==> src/design/if_cfg.svh <==
// fetch stage constants; FIFO depth should be a power of two, trap base plus 8 bits fills XLEN
`ifndef IF_CFG_SVH
`define IF_CFG_SVH

// ---------------------------------------------------------------------------
// datapath widths
// ---------------------------------------------------------------------------
`define IF_XLEN            32            // address and instruction width
`define IF_TRAP_BASE_W     24            // mtvec/utvec base, upper bits only
`define IF_VEC_W           5             // vectored irq index

// debug module entry point
`define IF_DM_HALT_ADDR    32'h1A11_0800

// ---------------------------------------------------------------------------
// prefetch sizing
// ---------------------------------------------------------------------------
`define IF_FIFO_DEPTH      2             // instruction FIFO entries
`define IF_MAX_OUTSTANDING 2             // memory requests in flight

// no compressed instructions, so the pc always moves by a full word
`define IF_INSTR_BYTES     4

`endif

==> src/design/if_pkg.sv <==
// fetch stage types; sel encodings must match what the controller in ID drives
`default_nettype none

`include "if_cfg.svh"

package if_pkg;

  // next pc source, same codes as the controller uses
  typedef enum logic [2:0] {
    PC_BOOT      = 3'b000,
    PC_FENCEI    = 3'b001,
    PC_JUMP      = 3'b010,
    PC_BRANCH    = 3'b011,
    PC_EXCEPTION = 3'b100,
    PC_MRET      = 3'b101,
    PC_URET      = 3'b110,
    PC_DRET      = 3'b111
  } pc_sel_e;

  typedef enum logic [1:0] {
    EXC_PC_EXCEPTION = 2'b00,  // sync exception, base only
    EXC_PC_IRQ       = 2'b01,  // vectored interrupt
    EXC_PC_DEBUG     = 2'b10   // debug halt address
  } exc_sel_e;

  typedef enum logic {
    TRAP_MACHINE = 1'b0,
    TRAP_USER    = 1'b1
  } trap_sel_e;

  // ---------------------------------------------------------------------------
  // bundles
  // ---------------------------------------------------------------------------
  typedef struct packed {
    logic [`IF_XLEN-1:0] boot_addr;  // low two bits ignored
    logic [`IF_XLEN-1:0] jump_id;    // jump target from ID
    logic [`IF_XLEN-1:0] branch_ex;  // branch target from EX
    logic [`IF_XLEN-1:0] mepc;
    logic [`IF_XLEN-1:0] uepc;
    logic [`IF_XLEN-1:0] depc;
  } redirect_t;

  typedef struct packed {
    logic [`IF_TRAP_BASE_W-1:0] m_base;
    logic [`IF_TRAP_BASE_W-1:0] u_base;
    trap_sel_e                  trap_sel;
    exc_sel_e                   exc_sel;
    logic [`IF_VEC_W-1:0]       vec_idx;
  } trap_ctrl_t;

  typedef struct packed {
    logic                req;
    logic [`IF_XLEN-1:0] addr;
  } imem_req_t;

  typedef struct packed {
    logic                gnt;
    logic                rvalid;
    logic [`IF_XLEN-1:0] rdata;
  } imem_rsp_t;

  // one buffered word and the address it was fetched from
  typedef struct packed {
    logic [`IF_XLEN-1:0] addr;
    logic [`IF_XLEN-1:0] instr;
  } fetch_item_t;

  typedef struct packed {
    logic                valid;
    logic [`IF_XLEN-1:0] instr;
    logic [`IF_XLEN-1:0] pc;
  } id_bundle_t;

endpackage

`default_nettype wire

==> src/design/if_next_pc.sv <==
// pure comb next-pc mux; fetch address is always forced to a 4-byte boundary
`timescale 1ns/10ps
`default_nettype none

`include "if_cfg.svh"

module if_next_pc (
  input  if_pkg::pc_sel_e     pc_mux_i,      // redirect source
  input  if_pkg::redirect_t   redirect_i,    // all candidate targets
  input  if_pkg::trap_ctrl_t  trap_ctrl_i,   // base, mode and irq index
  input  logic [`IF_XLEN-1:0] pc_id_i,       // pc held in IF/ID
  output logic [`IF_XLEN-1:0] fetch_addr_o   // word aligned target
);

  logic [`IF_TRAP_BASE_W-1:0] trap_base;
  logic [`IF_XLEN-1:0]        exc_pc;
  logic [`IF_XLEN-1:0]        next_pc;

  // ---------------------------------------------------------------------------
  // trap vector
  // ---------------------------------------------------------------------------
  always_comb begin : trap_vec
    trap_base = trap_ctrl_i.m_base;  // machine mode unless told otherwise
    if (trap_ctrl_i.trap_sel == if_pkg::TRAP_USER) begin
      trap_base = trap_ctrl_i.u_base;
    end

    exc_pc = {trap_base, 8'h00};
    unique case (trap_ctrl_i.exc_sel)
      if_pkg::EXC_PC_EXCEPTION: exc_pc = {trap_base, 8'h00};  // all exceptions share base
      if_pkg::EXC_PC_IRQ:       exc_pc = {trap_base, 1'b0, trap_ctrl_i.vec_idx, 2'b00};
      if_pkg::EXC_PC_DEBUG:     exc_pc = `IF_DM_HALT_ADDR;
      default:                  exc_pc = {trap_base, 8'h00};
    endcase
  end

  // ---------------------------------------------------------------------------
  // fetch address select
  // ---------------------------------------------------------------------------
  always_comb begin : pc_mux
    next_pc = '0;
    unique case (pc_mux_i)
      if_pkg::PC_BOOT:      next_pc = {redirect_i.boot_addr[`IF_XLEN-1:2], 2'b00};
      if_pkg::PC_JUMP:      next_pc = redirect_i.jump_id;
      if_pkg::PC_BRANCH:    next_pc = redirect_i.branch_ex;
      if_pkg::PC_EXCEPTION: next_pc = exc_pc;             // handler entry
      if_pkg::PC_MRET:      next_pc = redirect_i.mepc;    // back from machine trap
      if_pkg::PC_URET:      next_pc = redirect_i.uepc;    // back from user trap
      if_pkg::PC_DRET:      next_pc = redirect_i.depc;    // leave debug mode
      // refetch everything after the fence
      if_pkg::PC_FENCEI:    next_pc = pc_id_i + `IF_XLEN'(`IF_INSTR_BYTES);
      default:              next_pc = '0;
    endcase
  end

  // memory only sees whole words
  assign fetch_addr_o = {next_pc[`IF_XLEN-1:2], 2'b00};

endmodule

`default_nettype wire

==> src/design/if_prefetch_buffer.sv <==
// in-order memory only; responses after a branch are counted and dropped, not cancelled
`timescale 1ns/10ps
`default_nettype none

`include "if_cfg.svh"

module if_prefetch_buffer (
  input  logic                clk,
  input  logic                rst_n,
  input  logic                req_i,          // keep fetching sequentially
  input  logic                branch_i,       // flush and restart at branch_addr_i
  input  logic [`IF_XLEN-1:0] branch_addr_i,
  input  logic                ready_i,        // pop, only honoured while valid_o
  input  if_pkg::imem_rsp_t   imem_rsp_i,
  output logic                valid_o,
  output if_pkg::fetch_item_t item_o,
  output if_pkg::imem_req_t   imem_req_o,
  output logic                busy_o
);

  localparam int CW = $clog2(`IF_MAX_OUTSTANDING + 1);  // in-flight counter
  localparam int FW = $clog2(`IF_FIFO_DEPTH + 1);       // fifo fill level
  localparam int PW = (`IF_FIFO_DEPTH > 1) ? $clog2(`IF_FIFO_DEPTH) : 1;
  localparam int SW = ((CW > FW) ? CW : FW) + 1;        // sum without overflow

  logic [`IF_XLEN-1:0] addr_q;        // next sequential request
  logic [`IF_XLEN-1:0] rsp_addr_q;    // address of next kept response
  logic                started_q;     // a branch has set addr_q
  logic [CW-1:0]       out_cnt_q;     // accepted, rvalid not yet seen
  logic [CW-1:0]       discard_q;     // of those, belonging to a dead path
  logic [CW-1:0]       out_cnt_n;
  logic [CW-1:0]       discard_n;

  if_pkg::fetch_item_t fifo_mem [`IF_FIFO_DEPTH];
  logic [PW-1:0]       wr_ptr_q;
  logic [PW-1:0]       rd_ptr_q;
  logic [FW-1:0]       fifo_cnt_q;

  logic [SW-1:0]       occupancy;
  logic                room;
  logic                below_max;
  logic                accept;
  logic                drop;
  logic                push;
  logic                pop;

  // ---------------------------------------------------------------------------
  // request side
  // ---------------------------------------------------------------------------
  // live responses will land in the fifo, so they reserve a slot already
  assign occupancy = SW'(fifo_cnt_q) + SW'(out_cnt_q - discard_q);
  assign room      = occupancy < SW'(`IF_FIFO_DEPTH);
  assign below_max = out_cnt_q < CW'(`IF_MAX_OUTSTANDING);

  always_comb begin : req_gen
    // a branch empties the fifo, so only the in-flight limit applies
    imem_req_o.req  = below_max & (branch_i | (started_q & req_i & room));
    imem_req_o.addr = branch_i ? branch_addr_i : addr_q;  // held until gnt
  end

  assign accept = imem_req_o.req & imem_rsp_i.gnt;

  // ---------------------------------------------------------------------------
  // response side
  // ---------------------------------------------------------------------------
  assign drop = imem_rsp_i.rvalid & (branch_i | (discard_q != '0));  // old path
  assign push = imem_rsp_i.rvalid & ~drop;
  assign pop  = ready_i & valid_o & ~branch_i;

  assign out_cnt_n = out_cnt_q + CW'(accept) - CW'(imem_rsp_i.rvalid);

  always_comb begin : discard_calc
    discard_n = discard_q;
    if (branch_i) begin
      discard_n = out_cnt_q - CW'(imem_rsp_i.rvalid);  // everything still out is stale
    end else if (drop) begin
      discard_n = discard_q - CW'(1);
    end
  end

  always_ff @(posedge clk, negedge rst_n) begin : ctrl_regs
    if (!rst_n) begin
      addr_q     <= '0;
      rsp_addr_q <= '0;
      started_q  <= 1'b0;
      out_cnt_q  <= '0;
      discard_q  <= '0;
      wr_ptr_q   <= '0;
      rd_ptr_q   <= '0;
      fifo_cnt_q <= '0;
    end else begin
      out_cnt_q <= out_cnt_n;
      discard_q <= discard_n;
      started_q <= started_q | branch_i;

      if (branch_i) begin
        addr_q     <= accept ? branch_addr_i + `IF_XLEN'(`IF_INSTR_BYTES) : branch_addr_i;
        rsp_addr_q <= branch_addr_i;  // first kept response is the target
        wr_ptr_q   <= '0;             // flush
        rd_ptr_q   <= '0;
        fifo_cnt_q <= '0;
      end else begin
        if (accept) addr_q <= addr_q + `IF_XLEN'(`IF_INSTR_BYTES);
        if (push) begin
          rsp_addr_q <= rsp_addr_q + `IF_XLEN'(`IF_INSTR_BYTES);
          wr_ptr_q   <= (wr_ptr_q == PW'(`IF_FIFO_DEPTH - 1)) ? '0 : wr_ptr_q + PW'(1);
        end
        if (pop) begin
          rd_ptr_q <= (rd_ptr_q == PW'(`IF_FIFO_DEPTH - 1)) ? '0 : rd_ptr_q + PW'(1);
        end
        fifo_cnt_q <= fifo_cnt_q + FW'(push) - FW'(pop);
      end
    end
  end

  // storage, no reset needed
  always_ff @(posedge clk) begin : fifo_write
    if (push) begin
      fifo_mem[wr_ptr_q] <= '{addr: rsp_addr_q, instr: imem_rsp_i.rdata};
    end
  end

  assign valid_o = fifo_cnt_q != '0;     // new word visible one cycle after rvalid
  assign item_o  = fifo_mem[rd_ptr_q];
  assign busy_o  = (out_cnt_q != '0) | imem_req_o.req;

  // ---------------------------------------------------------------------------
  // assertions
  // ---------------------------------------------------------------------------
  // memory may only grant what we ask for
  a_gnt_needs_req : assert property (@(posedge clk) disable iff (!rst_n)
    imem_rsp_i.gnt |-> imem_req_o.req)
    else $error("grant without a request");

  // every rvalid answers an earlier accepted request
  a_rvalid_owed : assert property (@(posedge clk) disable iff (!rst_n)
    imem_rsp_i.rvalid |-> (out_cnt_q != '0))
    else $error("rvalid with nothing outstanding");

endmodule

`default_nettype wire

==> src/design/if_fetch_ctrl.sv <==
// 32-bit words only, no offset handling; IF/ID loads only while ID is ready and not halted
`timescale 1ns/10ps
`default_nettype none

`include "if_cfg.svh"

module if_fetch_ctrl (
  input  logic                clk,
  input  logic                rst_n,
  input  logic                req_i,               // core wants instructions
  input  logic                pc_set_i,            // redirect this cycle
  input  logic                fetch_valid_i,       // prefetch fifo not empty
  input  if_pkg::fetch_item_t fetch_item_i,
  input  logic                clear_instr_valid_i, // kill the word in ID
  input  logic                halt_if_i,
  input  logic                id_ready_i,
  output logic                branch_req_o,        // load new address into prefetcher
  output logic                fetch_ready_o,       // pop
  output if_pkg::id_bundle_t  id_o,
  output logic                perf_imiss_o
);

  enum logic [0:0] {IDLE, WAIT} state_q, state_n;

  logic               valid;      // item offered to ID
  logic               branch_req;
  logic               if_valid;   // item taken into IF/ID
  if_pkg::id_bundle_t id_q;

  // ---------------------------------------------------------------------------
  // offset FSM
  // ---------------------------------------------------------------------------
  always_ff @(posedge clk, negedge rst_n) begin : fsm_reg
    if (!rst_n) begin
      state_q <= IDLE;
    end else begin
      state_q <= state_n;
    end
  end

  always_comb begin : fsm_next
    state_n    = state_q;
    branch_req = 1'b0;
    valid      = 1'b0;

    unique case (state_q)
      // nothing fetched yet, first req starts at the boot target
      IDLE: begin
        if (req_i) begin
          branch_req = 1'b1;
          state_n    = WAIT;
        end
      end
      // hand the fifo head to ID
      WAIT: begin
        valid = fetch_valid_i & req_i;
      end
      default: state_n = IDLE;
    endcase

    // redirect wins, whatever the state
    if (pc_set_i) begin
      valid      = 1'b0;  // head belongs to the old path
      branch_req = 1'b1;
      state_n    = WAIT;
    end
  end

  assign if_valid      = valid & id_ready_i & ~halt_if_i;
  assign fetch_ready_o = if_valid;  // pop exactly what ID takes
  assign branch_req_o  = branch_req;
  assign perf_imiss_o  = ~fetch_valid_i | branch_req;

  // ---------------------------------------------------------------------------
  // IF/ID register, frozen while ID stalls
  // ---------------------------------------------------------------------------
  always_ff @(posedge clk, negedge rst_n) begin : if_id_reg
    if (!rst_n) begin
      id_q <= '0;
    end else if (if_valid) begin
      id_q.valid <= 1'b1;
      id_q.instr <= fetch_item_i.instr;
      id_q.pc    <= fetch_item_i.addr;
    end else if (clear_instr_valid_i) begin
      id_q.valid <= 1'b0;  // pc stays for fence.i
    end
  end

  assign id_o = id_q;

  // stall or halt must not disturb what ID is decoding
  a_id_hold : assert property (@(posedge clk) disable iff (!rst_n)
    ((!id_ready_i || halt_if_i) && !clear_instr_valid_i) |=> $stable(id_q))
    else $error("IF/ID changed while ID stalled or IF halted");

endmodule

`default_nettype wire

==> src/design/if_stage.sv <==
// fetch stage top; single 32-bit instruction memory port, no compressed or loop support
`timescale 1ns/10ps
`default_nettype none

`include "if_cfg.svh"

module if_stage (
  input  logic                clk,
  input  logic                rst_n,
  input  logic                req_i,
  input  logic                pc_set_i,
  input  if_pkg::pc_sel_e     pc_mux_i,
  input  if_pkg::redirect_t   redirect_i,
  input  if_pkg::trap_ctrl_t  trap_ctrl_i,
  input  logic                clear_instr_valid_i,
  input  logic                halt_if_i,
  input  logic                id_ready_i,
  input  if_pkg::imem_rsp_t   imem_rsp_i,
  output if_pkg::imem_req_t   imem_req_o,
  output if_pkg::id_bundle_t  id_o,
  output logic [`IF_XLEN-1:0] pc_if_o,       // address of the fifo head
  output logic                if_busy_o,
  output logic                perf_imiss_o
);

  logic [`IF_XLEN-1:0] fetch_addr;   // redirect target, comb
  logic                branch_req;
  logic                fetch_valid;
  logic                fetch_ready;
  if_pkg::fetch_item_t fetch_item;

  // ---------------------------------------------------------------------------
  // next pc, prefetch, fetch control
  // ---------------------------------------------------------------------------
  if_next_pc u_next_pc (
    .pc_mux_i     (pc_mux_i),
    .redirect_i   (redirect_i),
    .trap_ctrl_i  (trap_ctrl_i),
    .pc_id_i      (id_o.pc),     // fence.i restarts after the ID instruction
    .fetch_addr_o (fetch_addr)
  );

  if_prefetch_buffer u_prefetch (
    .clk (clk), .rst_n (rst_n),
    .req_i (req_i), .branch_i (branch_req), .branch_addr_i (fetch_addr),
    .ready_i (fetch_ready), .imem_rsp_i (imem_rsp_i),
    .valid_o (fetch_valid), .item_o (fetch_item),
    .imem_req_o (imem_req_o), .busy_o (if_busy_o)
  );

  if_fetch_ctrl u_fetch_ctrl (
    .clk (clk), .rst_n (rst_n),
    .req_i (req_i), .pc_set_i (pc_set_i),
    .fetch_valid_i (fetch_valid), .fetch_item_i (fetch_item),
    .clear_instr_valid_i (clear_instr_valid_i), .halt_if_i (halt_if_i),
    .id_ready_i (id_ready_i), .branch_req_o (branch_req),
    .fetch_ready_o (fetch_ready), .id_o (id_o), .perf_imiss_o (perf_imiss_o)
  );

  assign pc_if_o = fetch_item.addr;

endmodule

`default_nettype wire

==> config.mk <==
export PLATFORM = sky130hd
export DESIGN_NAME = if_stage
export DESIGN_NICKNAME = d
export VERILOG_FILES = /design/src/design/if_pkg.sv /design/src/design/if_next_pc.sv /design/src/design/if_prefetch_buffer.sv /design/src/design/if_fetch_ctrl.sv /design/src/design/if_stage.sv
export VERILOG_INCLUDE_DIRS = /design/src /design/src/design
export SDC_FILE = /design/constraint.sdc
export NUM_CORES = 1
export LEC_CHECK = 0
export ABC_AREA = 1
export BUFFER_PORTS_ARGS = -buffer_cell sky130_fd_sc_hd__buf_2
export CAP_MARGIN = 10
export CORE_UTILIZATION = 45
export DETAILED_ROUTE_END_ITERATION = 10
export GPL_ROUTABILITY_DRIVEN = 0
export PLACE_DENSITY = 0.72
export SLEW_MARGIN = 20
export SYNTH_ARGS = -nofsm -noshare
export SYNTH_HDL_FRONTEND = slang
export SYNTH_HIERARCHICAL = 1
export SYNTH_SLANG_ARGS = --single-unit
==> constraint.sdc <==
create_clock -name clk -period 4.2 [get_ports clk]
set_clock_uncertainty 0.15 [all_clocks]
set_input_delay 0.63 -clock clk [delete_from_list [all_inputs] [get_ports clk]]
set_output_delay 0.63 -clock clk [all_outputs]
set_load 0.02 [all_outputs]
=== Word level (Yosys, flattened, before mapping) ===
Memory sizes are Yosys's and may differ from the RTL's.
Index checks and enable logic that the tools add are counted.

* Magnitude comparators: 2
* Multiplexer cells: 29
* Add/subtract/negate cells: 14
* Reductions and logical operators: 9
* Bitwise operators: 20
* Eq/ne operators: 9

{| class="wikitable"
|+ Operator list
! operator !! number
|-
| one-hot mux 32 bit (8 select lines) || 1
|-
| two-way mux 32 bit || 6
|-
| adder 32 x 3 -> 32 bit (second input constant) || 4
|-
| one-hot mux 32 bit (2 select lines) || 1
|-
| two-way mux 24 bit || 1
|-
| two-way mux 1 bit || 17
|-
| nonzero test 2 bit || 8
|-
| equality test 3 bit (second input constant) || 4
|-
| AND 1 bit || 11
|-
| equality test 3 x 2 -> 1 bit (second input constant) || 2
|-
| two-way mux 2 bit || 3
|-
| subtractor 2 x 1 -> 2 bit || 3
|-
| bitwise OR 1 bit || 5
|-
| adder 2 x 1 -> 2 bit || 2
|-
| inverter 1 bit || 4
|-
| adder 2 x 3 -> 3 bit || 1
|-
| equality test 3 x 1 -> 1 bit (second input constant) || 1
|-
| zero test 3 bit || 1
|-
| < comparator 3 x 2 -> 1 bit (second input constant) || 1
|-
| subtractor 2 x 2 -> 3 bit || 1
|-
| adder 1 bit (second input constant) || 2
|-
| equality test 2 x 1 -> 1 bit (second input constant) || 1
|-
| equality test 2 bit (second input constant) || 1
|-
| < comparator 2 bit (second input constant) || 1
|-
| subtractor 2 x 1 -> 2 bit (second input constant) || 1
|}

* Bits in writable memories: 128
* Memories kept: 1
* Output and inout bits: 132
* Logic and storage cells: 96
* Bits in registers: 139

{| class="wikitable"
|+ Memory list
! name !! depth !! bits a word !! rd ports !! clocked after memory_dff !! wr ports !! line !! text
|-
| u_prefetch.fifo_mem || 2 || 64 || 1 || 0 || 1 || if_prefetch_buffer.sv:34 || <nowiki>if_pkg::fetch_item_t fifo_mem [`IF_FIFO_DEPTH];</nowiki>
|}

=== Depth between registers and ports, before layout ===
* Depth in word-level cells: 10
* Gate-level depth with buffers: 22

=== Modules after synthesis ===
The synthesis kept the hierarchy.

{| class="wikitable"
|+ By module, submodules not included
! module !! area an instance (um^2) !! cells each !! seq. area each (um^2) !! instances
|-
| if_prefetch_buffer || 11,003.1 || 1,334 || 5,670.4 || 1
|-
| if_next_pc || 3,005.4 || 671 || 0.0 || 1
|-
| if_fetch_ctrl || 2,708.8 || 297 || 1,651.6 || 1
|}

=== Least setup slack after synthesis ===
No wires, ideal clock.

* Path kind: input port to flip-flop
* Start point: input pc_set_i
* End point: memory u_prefetch/fifo_mem[0][0] (netlist name) (enable)
* Arrival: 3.989 ns
* Path slack: -0.427 ns
* Stages on the path: 6
* Buffers on the path: 1
* Cells stage by stage: inv_1 > o21ai_0 > buf_4 > nor3_4 > inv_2 > nor2_1

* Word-level cells in the longest chain between the ends: 7

{| class="wikitable"
|+ RTL lines
! element !! line !! text
|-
| from (decl) || if_stage.sv:11 || <nowiki>input logic pc_set_i,</nowiki>
|-
| two-way mux 1 bit || if_fetch_ctrl.sv:62 || <nowiki>if (pc_set_i) begin</nowiki>
|-
| named net branch_req || if_stage.sv:27 || <nowiki>logic branch_req;</nowiki>
|-
| bitwise OR 1 bit || if_prefetch_buffer.sv:66 || <nowiki>assign drop = imem_rsp_i.rvalid & (branch_i | (discard_q != '0));</nowiki>
|-
| AND 1 bit || if_prefetch_buffer.sv:66 ||
|-
| inverter 1 bit || if_prefetch_buffer.sv:67 || <nowiki>assign push = imem_rsp_i.rvalid & ~drop;</nowiki>
|-
| AND 1 bit || if_prefetch_buffer.sv:67 ||
|-
| two-way mux 1 bit || if_prefetch_buffer.sv:118 || <nowiki>if (push) begin</nowiki>
|-
| two-way mux 1 bit (implied by the code) || if_prefetch_buffer.sv:119 || <nowiki>fifo_mem[wr_ptr_q] <= '{addr: rsp_addr_q, instr: imem_rsp_i.rdata};</nowiki>
|-
| to (decl) || if_prefetch_buffer.sv:34 ||
|}

The timed path passes the listed nets, and every way through them passes these cells.

==> results.yml <==
outcome:
  outcome: "finished with violations"
  violations: "negative hold slack"
placement:
  numPortBuffers: 411
  dp_hpwl_um: 45960
timing:
  final_max_slew_viol_count: 0
  worst_pin_slew_ns: 0.9793
  max_freq_mhz: 248.0
  setup_viol: 0
  rsz0062_at_grt: "false"
  finalHoldViolations: 9
  setup_tns_ns: 0
  max_slew_margin_pct: 34.72
  fin_crit_ns: 4.033
  hold_ws_ns: -0.04182
  period_share_pct: 96.02
worst_setup_path:
  cp-end-kind: "output pin"
  arrival_ns: 3.25
  critical_path_required_ns: 3.42
  worstSetupPathType: "register to output pin"
  cp_max_fo: 7
  start_kind: "register"
grt:
  grt_max_degree: 93
  grt_pass1_vias: 15990
  antenna_found_initial: 1
  grt-ovfl-total: 0
  grt_usage_pct: 31.00
  grt_pass1_wl_um: 90970
yosys:
  synth_edf_count: 128
  async_flop_share_pct: 52.06
  netlist_top_cells_count: "nand2_1 (880), nor2_1 (250), nand3_1 (210)"
  ys_seq_area_share_pct: 43.80
  yosysTopAreaCellShare_pct: 22.99
  syn-instance-count: 2302
  synth_area_um2: 16720
  syn_area_per_cell_um2: 7.262
  yosysUniqueCellTypes: 50
  synth_area_leaders: "edfxtp_1 (23%), dfrtp_1 (21%), nand2_1 (20%), nand3_1 (6.3%), nor2_1 (5.6%)"
  yosysMostFrequentCell: "nand2_1"
  synth-seq-cells: 267
  synthFlopType: "dfrtp_1"
  synth.yosys.warnings: 6
  synth_top_area_cell: "edfxtp_1"
finish:
  post-route-util_pct: 55.17
  fin_nets: 2999
  area_growth_pct: 20.82
  drive_above_1_share_pct: 21.99
clock_network:
  holdBufCountCts: 0
  post_cts_buffers: 0
  root_buffer: "clkbuf_16"
  clockBufferDepth: 3
  cts_made_buffers: 29
  cts_tree: "done"
  clk_pin_slew_ns: 0.07
  clock-sinks: 267
  htreeDepth: 1
  insertion_delay_ns: 0.58
  cts_resized: 0
drt:
  num_vias: 17710
  highest_layer: "met4"
  routed_wl_um: 60490
  avgRoutedWirePerCell_um: 19.00
  final_antenna_net_count: 0
  vias_per_cell: 5.563
  drc: 0
  dr.pass1.iters: 8
  route.met3.wl_um: 7753
  wl_met1_um: 23940
  drt_iter0_drc: 2091
  routed-wl-met2_um: 26270
floorplan:
  die_area_um2: 37920
  start_util_pct: 45.66
  die_h_um: 194.7
  io_pins: 424
  core.rowCount: 70
  core-area_um2: 36610
  die_w_um: 194.7
power_and_ir_drop:
  ir_drop_mv: 0.3995
  power_density_nw_per_um2: 448.4
  power.leakage_nw: 9.770
hold_path:
  hold_class: "input pin to asynchronous set/reset pin"
flow_run:
  max-cap-violations: 0
## area by class of cell
| type | count | area (um^2) |
|---|---|---|
| flip-flops and latches | 267 | 7323 |
| clock inverters | 20 | 272.8 |
| multi-input cells | 1751 | 8149 |
| clock buffers | 34 | 764.5 |
| fillers | 3472 | 16410 |
| diodes | 1 | 2.502 |
| well taps | 468 | 585.6 |
| repair buffers | 448 | 2366 |
| inverters | 195 | 734.5 |
## per-layer routing
metal  GRT usage, %  up-vias
met3          8.763      172
met4          12.31        0
li1               -     8241
met2          46.44     1050
met1          42.26     8248
met5              0        -
## state kept, by name, summed over array words and instances (netlist names)
| register | count |
|---|---|
| u_prefetch/fifo_mem | 128 |
| u_prefetch/rsp_addr_q | 32 |
| u_prefetch/started_q | 1 |
| u_fetch_ctrl/state_q | 1 |
| u_prefetch/out_cnt_q | 2 |
| u_prefetch/wr_ptr_q | 1 |
| u_prefetch/rd_ptr_q | 1 |
| u_prefetch/fifo_cnt_q | 2 |
| u_prefetch/discard_q | 2 |
| u_prefetch/addr_q | 32 |
| u_fetch_ctrl/id_o | 65 |
## layout by cell type, fill, tap and decap left out, types with 40 or more instances in the layout
cell type  Yosys  layout
nand2_1      880     880
buf_2         34     410
nor2_1       250     247
nand3_1      210     210
inv_1        174     173
dfrtp_1      139     138
edfxtp_1     128     128
o21ai_0       96      95
a21oi_1       62      62
nand4_1       40      40
## cell families after synthesis
logic type | synth area share (%)
xor+xnor | 2.200
buf+inv | 7.679
flops | 43.80
simple gates | 37.93
fa+ha+maj | 1.213
compound gates | 7.155
other cells | 0.02243
## worst paths after layout
kind | from | endpoint | slack, ns | cells past startpoint
max | u_fetch_ctrl/id_o[2] | imem_req_o[30] | 0.17 | 12
min | rst_n | u_prefetch/addr_q[24] | -0.04 | 1
max reg2reg | u_fetch_ctrl/id_o[2] | u_prefetch/addr_q[27] | 0.78 | 16
min reg2reg | u_fetch_ctrl/id_o[34] | u_fetch_ctrl/id_o[34] | 0.31 | 2
max in group asynchronous | rst_n | u_prefetch/rsp_addr_q[12] | 3.08 | 2
min in group clk | imem_rsp_i[14] | u_prefetch/fifo_mem[1][14] | 0.09 | 1
## per-stage QoR
step | std cells | power (mW) | setup WS (ns) | hold WS (ns) | instance area [um^2]
6_report | 3184 | 9.058 | 0.1670 | -0.04182 | 20200
5_1_grt | 3184 | 9.489 | 0.04906 | 0.05814 | 20200
4_1_cts | 3183 | 9.046 | 0.2669 | 0.04055 | 20200
3_5_place_dp | 3129 | 6.274 | 0.4495 | 0.3039 | 19160
3_3_place_gp | 3129 | 6.183 | 0.4770 | 0.2984 | 19160
2_1_floorplan | 2303 | 5.193 | 0.6544 | 0.1844 | 16730
## power by group
part           internal, mW  switching [mW]
Sequential             3.20           0.508
Clock                  1.68            1.08
Combinational         0.835            1.76
Total                  5.71            3.35
## critical path: stages, from the launching register on
cell and delay [ns]:
dfrtp_1 0.51, ha_1 0.25, nand2_1 0.09, nor2_1 0.17, nand2_2 0.16, nor2_1 0.21
nand2_1 0.08, nand2_1 0.05, nand3_1 0.06, a21oi_1 0.38, nand2_1 0.31, o21ai_0 0.19
buf_2 0.21
No activity file was read; power rests on OpenSTA's default activity.
